==> config.mk <==
export PLATFORM = sky130hd
export DESIGN_NAME = bnn_classifier
export DESIGN_NICKNAME = d
export VERILOG_FILES = /design/src/source/bnn_pkg.sv /design/src/source/argmax.sv /design/src/source/bnn_classifier.sv /design/src/source/bnn_hidden_layer.sv /design/src/source/bnn_output_scorer.sv
export VERILOG_INCLUDE_DIRS = /design/src /design/src/include
export SDC_FILE = /design/constraint.sdc
export NUM_CORES = 2
export LEC_CHECK = 0
export BUFFER_PORTS_ARGS = -buffer_cell sky130_fd_sc_hd__buf_4
export CORE_ASPECT_RATIO = 1.75
export CORE_MARGIN = 2
export CORE_UTILIZATION = 29
export DETAILED_ROUTE_END_ITERATION = 12
export HOLD_SLACK_MARGIN = 0.15
export PLACE_DENSITY = 0.44
export SLEW_MARGIN = 30
export SYNTH_ARGS = -nofsm -noshare
export SYNTH_HDL_FRONTEND = slang
export SYNTH_SLANG_ARGS = --single-unit
export TNS_END_PERCENT = 1
==> constraint.sdc <==
create_clock -name clk -period 14.4 [get_ports clk]
set_input_delay 1.44 -clock clk [delete_from_list [all_inputs] [get_ports clk]]
set_output_delay 1.44 -clock clk [all_outputs]
set_load 0.1 [all_outputs]
==> src/include/bnn_macros.svh <==
`ifndef BNN_MACROS_SVH
`define BNN_MACROS_SVH

// Network dimensions.
`define BNN_FEAT_CNT    11
`define BNN_FEAT_BITS   4
`define BNN_HIDDEN_CNT  40
`define BNN_CLASS_CNT   7

// Register stages from features to prediction.
`define BNN_LATENCY     3

// First layer masks, eleven bits per neuron, neuron 0 lowest.
`define BNN_W1_POS {40'h9a3c51e807, 40'h4d2b86f013, 40'hc570a93e28, 40'h1f86d24b90, \
    40'he30958ac71, 40'h62da0f1c84, 40'hb8417e2935, 40'h0c9fa56d12, 40'h7e2318b4c6, \
    40'ha5c06d3f98, 40'h3b718e0c45}

`define BNN_W1_NEG {40'h2082aa02a8, 40'ha280280aa8, 40'h2a8a028082, 40'ha02828a02a, \
    40'h08a2a2028a, 40'h8820a0a22a, 40'h02aa80828a, 40'ha2200a82a8, 40'h8088a20a28, \
    40'h0a2a828022, 40'h808a20a2aa}

// Set bit means the neuron fires on a non-negative sum.
`define BNN_W1_POLARITY 40'hb6d3a58ec1

// Class weight rows, class 6 first in the list, class 0 in the low bits.
`define BNN_W2 {40'hc3a59e176b, 40'h5e0db238f4, 40'h91f64ca07d, 40'h2b8ed53c09, \
    40'he6470f9ab2, 40'h7d19a6e458, 40'ha0c27b5de3}

`endif

==> src/source/bnn_pkg.sv <==
`include "bnn_macros.svh"

package bnn_pkg;

    typedef logic [`BNN_FEAT_BITS-1:0] feature_t;

    // Feature 0 sits in the low nibble.
    typedef logic [`BNN_FEAT_CNT*`BNN_FEAT_BITS-1:0] feature_vec_t;

    // Holds +/- eleven times the largest feature value.
    typedef logic signed [$clog2(`BNN_FEAT_CNT*((1 << `BNN_FEAT_BITS)-1)+1):0] node_sum_t;

    typedef logic [`BNN_HIDDEN_CNT-1:0] hidden_vec_t;

    typedef logic [$clog2(`BNN_HIDDEN_CNT+1)-1:0] class_score_t;

    typedef logic [`BNN_CLASS_CNT*$bits(class_score_t)-1:0] score_vec_t;

    typedef logic [$clog2(`BNN_CLASS_CNT)-1:0] class_idx_t;

    typedef struct packed {
        logic        valid;
        hidden_vec_t hidden;
    } hidden_stage_t;

    typedef struct packed {
        logic       valid;
        score_vec_t scores;
    } score_stage_t;

endpackage
==> src/source/argmax.sv <==
`timescale 1ns/1ps

`include "bnn_macros.svh"

module argmax (
    input  logic                  clk,
    input  logic                  reset,
    input  bnn_pkg::score_stage_t stage_in,
    output logic                  out_valid,
    output bnn_pkg::class_idx_t   prediction
);

    localparam int score_bits = $bits(bnn_pkg::class_score_t);

    bnn_pkg::class_score_t best_score;
    bnn_pkg::class_idx_t   best_idx;

    // Scan upward; strict compare keeps the lowest index on a tie.
    always_comb begin
        best_score = stage_in.scores[0 +: score_bits];
        best_idx   = '0;
        for (int c = 1; c < `BNN_CLASS_CNT; c++) begin
            if (stage_in.scores[c*score_bits +: score_bits] > best_score) begin
                best_score = stage_in.scores[c*score_bits +: score_bits];
                best_idx   = bnn_pkg::class_idx_t'(c);
            end
        end
    end

    always_ff @(posedge clk) begin
        if (reset) begin
            out_valid  <= 1'b0;
            prediction <= '0;
        end else begin
            out_valid <= stage_in.valid;
            if (stage_in.valid) begin
                prediction <= best_idx;
            end
        end
    end

    // Index must name a real class.
    a_pred_range: assert property (
        @(posedge clk) disable iff (reset)
        out_valid |-> (prediction < `BNN_CLASS_CNT)
    ) else $error("prediction %0d out of class range", prediction);

endmodule

==> src/source/bnn_classifier.sv <==
`timescale 1ns/1ps

`include "bnn_macros.svh"

module bnn_classifier (
    input  logic                  clk,
    input  logic                  reset,
    input  logic                  in_valid,
    input  bnn_pkg::feature_vec_t features,
    output logic                  out_valid,
    output bnn_pkg::class_idx_t   prediction
);

    // Stage records between the pipeline registers.
    bnn_pkg::hidden_stage_t hidden_stage;
    bnn_pkg::score_stage_t  score_stage;

    // Stage 1. Masked sums and sign.
    bnn_hidden_layer i_hidden_layer (
        .clk       (clk),
        .reset     (reset),
        .in_valid  (in_valid),
        .features  (features),
        .stage_out (hidden_stage)
    );

    // Stage 2. XNOR popcount per class.
    bnn_output_scorer i_output_scorer (
        .clk       (clk),
        .reset     (reset),
        .stage_in  (hidden_stage),
        .stage_out (score_stage)
    );

    // Stage 3. Pick the winner.
    argmax i_argmax (
        .clk        (clk),
        .reset      (reset),
        .stage_in   (score_stage),
        .out_valid  (out_valid),
        .prediction (prediction)
    );

endmodule

==> src/source/bnn_hidden_layer.sv <==
`timescale 1ns/1ps

`include "bnn_macros.svh"

module bnn_hidden_layer (
    input  logic                   clk,
    input  logic                   reset,
    input  logic                   in_valid,
    input  bnn_pkg::feature_vec_t  features,
    output bnn_pkg::hidden_stage_t stage_out
);

    localparam int mask_bits = `BNN_HIDDEN_CNT * `BNN_FEAT_CNT;

    localparam logic [mask_bits-1:0]       w1_pos      = `BNN_W1_POS;
    localparam logic [mask_bits-1:0]       w1_neg      = `BNN_W1_NEG;
    localparam logic [`BNN_HIDDEN_CNT-1:0] w1_polarity = `BNN_W1_POLARITY;

    bnn_pkg::hidden_vec_t hidden_next;

    // Zero-extend one feature to the signed sum width.
    function automatic bnn_pkg::node_sum_t extend_feature(
        input bnn_pkg::feature_vec_t vec,
        input int                    idx
    );
        bnn_pkg::feature_t feat;
        feat = vec[idx*`BNN_FEAT_BITS +: `BNN_FEAT_BITS];
        return bnn_pkg::node_sum_t'({1'b0, feat});
    endfunction

    for (genvar n = 0; n < `BNN_HIDDEN_CNT; n++) begin : g_neuron
        localparam logic [`BNN_FEAT_CNT-1:0] pos_mask =
            w1_pos[n*`BNN_FEAT_CNT +: `BNN_FEAT_CNT];
        localparam logic [`BNN_FEAT_CNT-1:0] neg_mask =
            w1_neg[n*`BNN_FEAT_CNT +: `BNN_FEAT_CNT];
        localparam logic polarity = w1_polarity[n];

        bnn_pkg::node_sum_t node_sum;

        // Masked sum of the features.
        always_comb begin
            node_sum = '0;
            for (int f = 0; f < `BNN_FEAT_CNT; f++) begin
                if (pos_mask[f]) begin
                    node_sum = node_sum + extend_feature(features, f);
                end
                if (neg_mask[f]) begin
                    node_sum = node_sum - extend_feature(features, f);
                end
            end
        end

        // Sign threshold, direction chosen per neuron.
        always_comb begin
            if (polarity) begin
                hidden_next[n] = (node_sum >= 0);
            end else begin
                hidden_next[n] = (node_sum < 0);
            end
        end
    end

    always_ff @(posedge clk) begin
        if (reset) begin
            stage_out <= '0;
        end else begin
            stage_out.valid <= in_valid;
            // Hold the last vector between samples.
            if (in_valid) begin
                stage_out.hidden <= hidden_next;
            end
        end
    end

    // Valid trails the input strobe by exactly one cycle.
    a_valid_delay: assert property (
        @(posedge clk) disable iff (reset)
        !$past(reset) |-> (stage_out.valid == $past(in_valid))
    ) else $error("hidden stage valid is not in_valid delayed by one cycle");

endmodule

==> src/source/bnn_output_scorer.sv <==
`timescale 1ns/1ps

`include "bnn_macros.svh"

module bnn_output_scorer (
    input  logic                   clk,
    input  logic                   reset,
    input  bnn_pkg::hidden_stage_t stage_in,
    output bnn_pkg::score_stage_t  stage_out
);

    localparam int score_bits = $bits(bnn_pkg::class_score_t);

    localparam logic [`BNN_CLASS_CNT*`BNN_HIDDEN_CNT-1:0] w2 = `BNN_W2;

    bnn_pkg::score_vec_t scores_next;

    for (genvar c = 0; c < `BNN_CLASS_CNT; c++) begin : g_class
        localparam logic [`BNN_HIDDEN_CNT-1:0] weight_row =
            w2[c*`BNN_HIDDEN_CNT +: `BNN_HIDDEN_CNT];

        bnn_pkg::hidden_vec_t  agree;
        bnn_pkg::class_score_t count;

        // XNOR marks positions where hidden bit and weight match.
        assign agree = ~(stage_in.hidden ^ weight_row);

        always_comb begin
            count = '0;
            for (int h = 0; h < `BNN_HIDDEN_CNT; h++) begin
                count = count + bnn_pkg::class_score_t'(agree[h]);
            end
        end

        assign scores_next[c*score_bits +: score_bits] = count;
    end

    always_ff @(posedge clk) begin
        if (reset) begin
            stage_out <= '0;
        end else begin
            stage_out.valid <= stage_in.valid;
            if (stage_in.valid) begin
                stage_out.scores <= scores_next;
            end
        end
    end

    // A score never exceeds the hidden width.
    for (genvar c = 0; c < `BNN_CLASS_CNT; c++) begin : g_score_check
        a_score_range: assert property (
            @(posedge clk) disable iff (reset)
            stage_out.valid |->
                (stage_out.scores[c*score_bits +: score_bits] <= `BNN_HIDDEN_CNT)
        ) else $error("class %0d score above hidden count", c);
    end

endmodule

==> results.txt <==
The total negative setup slack is 0 ns, and the transition time of the tightest slew-check pin is 1.05 ns. The run gives 0 as the number of nets still failing antenna checks after routing. A synthesized cell averages 10.1 µm².

The startpoint class of the critical path is a flip-flop. The largest individual stage delay along the critical path comes from the cell a31oi_2. The number of diodes added for antenna fixing is 0. The worst slew slack as a fraction of its limit was 0.299. The logs give 0 for the quantity of gates resized following cts and 5 for the number of iterations in the first detailed-routing pass. The number of failing setup endpoints in the final timing report was 0; the sequential-to-total area share from yosys stat was 0.0496. The first global-routing pass estimated 169000 µm of wire. For the overflow left after global routing, the log shows 0.

Static timing analysis puts the maximum clock frequency at 83.3 MHz. Along the worst path, the maximum fanout reaches 13. The final cell count without fillers was 5030; the synthesis-to-layout area growth was 7.94%. Measured along the y axis, the die boundary spans 462 µm.

The tools report the number of buffers inserted by hold repair at cts as 0. The filler cells instantiated in the layout total 12400. The tightest min-delay check is of the flip-flop to flip-flop type. The clock tree synthesis step divided the H-tree into 3 levels.

The number of setup buffers added after CTS was 0. After detailed routing, the number of remaining DRC violations is 0. The kind of critical path is flip-flop to flip-flop. The run gives 0.0127 ns as the worst clock skew.

Data on the critical path is required at its endpoint by 14.68 ns. The count of pins on the block boundary was 51. In the post-synthesis netlist, the biggest area contributors are fa_1, ha_1, inv_1. The mean number of vias per cell came out at 4.53. The run gives 0.293 as the initial cell density of the core. The peak per-stage delay on the critical path was 0.61 ns; the number of enable flip-flop cells after synthesis was 0.

The share of Yosys cell area claimed by the top area cell type is 0.439. The tools report the pin count of the biggest net entering global routing as 63. For the count of mapped cells out of synthesis, the log shows 3436. During placement, the flow inserted port buffers numbering 50. Source-to-sink clock delay at the later pin of the worst-skew pair: 0.37 ns. The detailed router finished its first iteration with 884 violations.

The die is 265 µm wide. The number of hold-slack violations in the final timing report came out at 0. The placeable core region is 118000 µm², and the maximum clock insertion buffer count is 2.

The total die area is 123000 µm². After layout, the minimum clock period comes to 12.00 ns. Arrival time at the worst endpoint: 12.29 ns. Fraction of layout cells with a size suffix above 1: 0.0390.

The run gives 4845 as the number of nets produced by synthesis. The max-slew violation count was 0. For this block, the routed nets add up to 115000 µm of wire.

Of all cell types, the one taking the most synthesized area is fa_1. The root buffer cell chosen for the clock tree is clkbuf_16. The per-cell routed wire length was 22.8 µm; the total clock sinks was 86. The run gives 167 as the row count.

STA classifies the critical path endpoint as a flip-flop. The tools report the number of global-route vias before repair as 25400. Detailed placement finished with a half-perimeter wire length of 98300 µm. Setup repair after global routing left no endpoint under its margin.

Summing every instance area after synthesis gives 34700 µm². Most frequent cell on the critical path: ha_1. The synthesized flop and latch total works out to 86. The total instance count after detailed placement came out at 5015.

The final estimated routing congestion in global placement is 0.903, and the number of distinct library cells after synthesis is 67. The async set-or-reset flop fraction in the synthesized netlist is 0. The run finished with clean final reports. The count of synthesis-stage warnings from yosys is 0. Among all flip-flop cells after synthesis, the most frequent one is dfxtp_1.

The global router's overall resource usage was 0.194; the portion of the clock cycle consumed by the worst path in the final layout was 0.834. Number of antenna violations at the first check in global routing: 2. Max-cap check violation count: 0. At the end of the flow, the number of nets in the layout was 4914. After clock tree synthesis, the clock-pin slew on the worst setup and hold paths is 0.07 ns. The detailed router placed 22800 vias in this run. TritonCTS built the clock tree.

The tools report the total CTS buffers as 9.
==> path summary, 6_finish.rpt <==
check / start / endpoint / slack (ns) / depth (start not counted)
setup / recovery: i_output_scorer.stage_out[2] / i_argmax.prediction[0] / 2.40 / 51
hold / removal: i_output_scorer.stage_out[12] / i_output_scorer.stage_out[12] / 0.49 / 2
setup reg to reg: i_output_scorer.stage_out[2] / i_argmax.prediction[0] / 2.40 / 51
hold reg to reg: i_output_scorer.stage_out[12] / i_output_scorer.stage_out[12] / 0.49 / 2
==> cells in the mapped netlist (28+ instances only) <==
cell type	instances
a211oi_1	28
a21o_1	72
a21oi_1	142
clkbuf_1	28
dfxtp_1	86
fa_1	761
ha_1	601
inv_1	963
mux2i_1	48
nand2_1	47
nand2b_1	57
nor2_1	144
nor2b_1	59
o21ai_0	74
xnor2_1	104
xor2_1	45
==> layer usage <==
layer	GRT usage	part of all wire	up-vias
met2	0.396	0.58	317
met3	0.00837	0.014	180
li1	-	-	10700
met1	0.192	0.34	11600
met5	0	0.00011	-
met4	0.105	0.067	2
==> cell families after synthesis <==
logic type               share of synthesized area
buffers and inverters                        0.109
AND/OR/NAND/NOR                             0.0555
multiplexers                                0.0166
AO/OA/AOI/OAI                               0.0759
adder cells (fa/ha/maj)                      0.656
flip-flops                                  0.0496
XOR/XNOR                                    0.0376
==> metrics by stage <==
stage                     setup slack [ns]  area (µm²)  hold slack (ns)  utilization
after global placement                2.03       37100            0.475        0.314
after detailed placement              2.31       37200            0.473        0.314
final                                 2.40       37400            0.486        0.316
after floorplan                       3.96       34700            0.456            -
after global routing                  1.37       37400            0.494        0.316
after CTS                             2.25       37400            0.482        0.316
==> cell usage in the layout, fill, tap and decap left out, drive strengths merged, types with 5 or more instances in the layout <==
master | synthesis | routed
nand4b | 5 | 5
mux2i | 48 | 48
a211oi | 28 | 28
o21ai | 78 | 78
o21a | 11 | 11
a311oi | 11 | 11
a41o | 9 | 9
xor2 | 45 | 45
nor2b | 59 | 59
a21oi | 142 | 142
xnor2 | 104 | 104
and4b | 5 | 5
nand2 | 48 | 48
and4 | 5 | 5
clkbuf | 28 | 12
o31ai | 7 | 7
mux2 | 8 | 8
nand2b | 57 | 57
fa | 761 | 761
ha | 601 | 601
dfxtp | 86 | 86
nor3b | 5 | 5
a41oi | 5 | 5
nand3 | 8 | 8
nor2 | 144 | 144
buf | 9 | 95
nand4 | 6 | 6
and2 | 7 | 7
a21o | 72 | 72
o21bai | 16 | 16
inv | 963 | 962
nor3 | 17 | 17
==> worst max-delay path: cells and delay by family (launching register included) <==
family          cells  cell delay, ns
mux                 2            0.65
compound gates     22            5.85
flops               1            0.43
buf+inv             2            0.14
simple gates       19            2.96
fa+ha+maj           6            1.86
==> area by class of cell <==
type                            instances  area [µm²]  share of cell area
Clock inverter                          3        43.8             0.00117
Timing Repair Buffer                   95         713              0.0190
Clock buffer                           12         246             0.00658
Inverter                              963        3610              0.0965
Tap cell                             1521        1900              0.0508
Sequential cell                        86        1720              0.0460
Multi-Input combinational cell       2350       29200               0.780
==> sequential cells by signal, summed over array words and instances (netlist names) <==
name	count
i_argmax.out_valid	1
i_argmax.prediction	3
i_hidden_layer.stage_out	39
i_output_scorer.stage_out	43
Power is left out: the tool's default activity adds up to more than one toggle a clock period on the data nets, which glitch-free logic cannot reach.
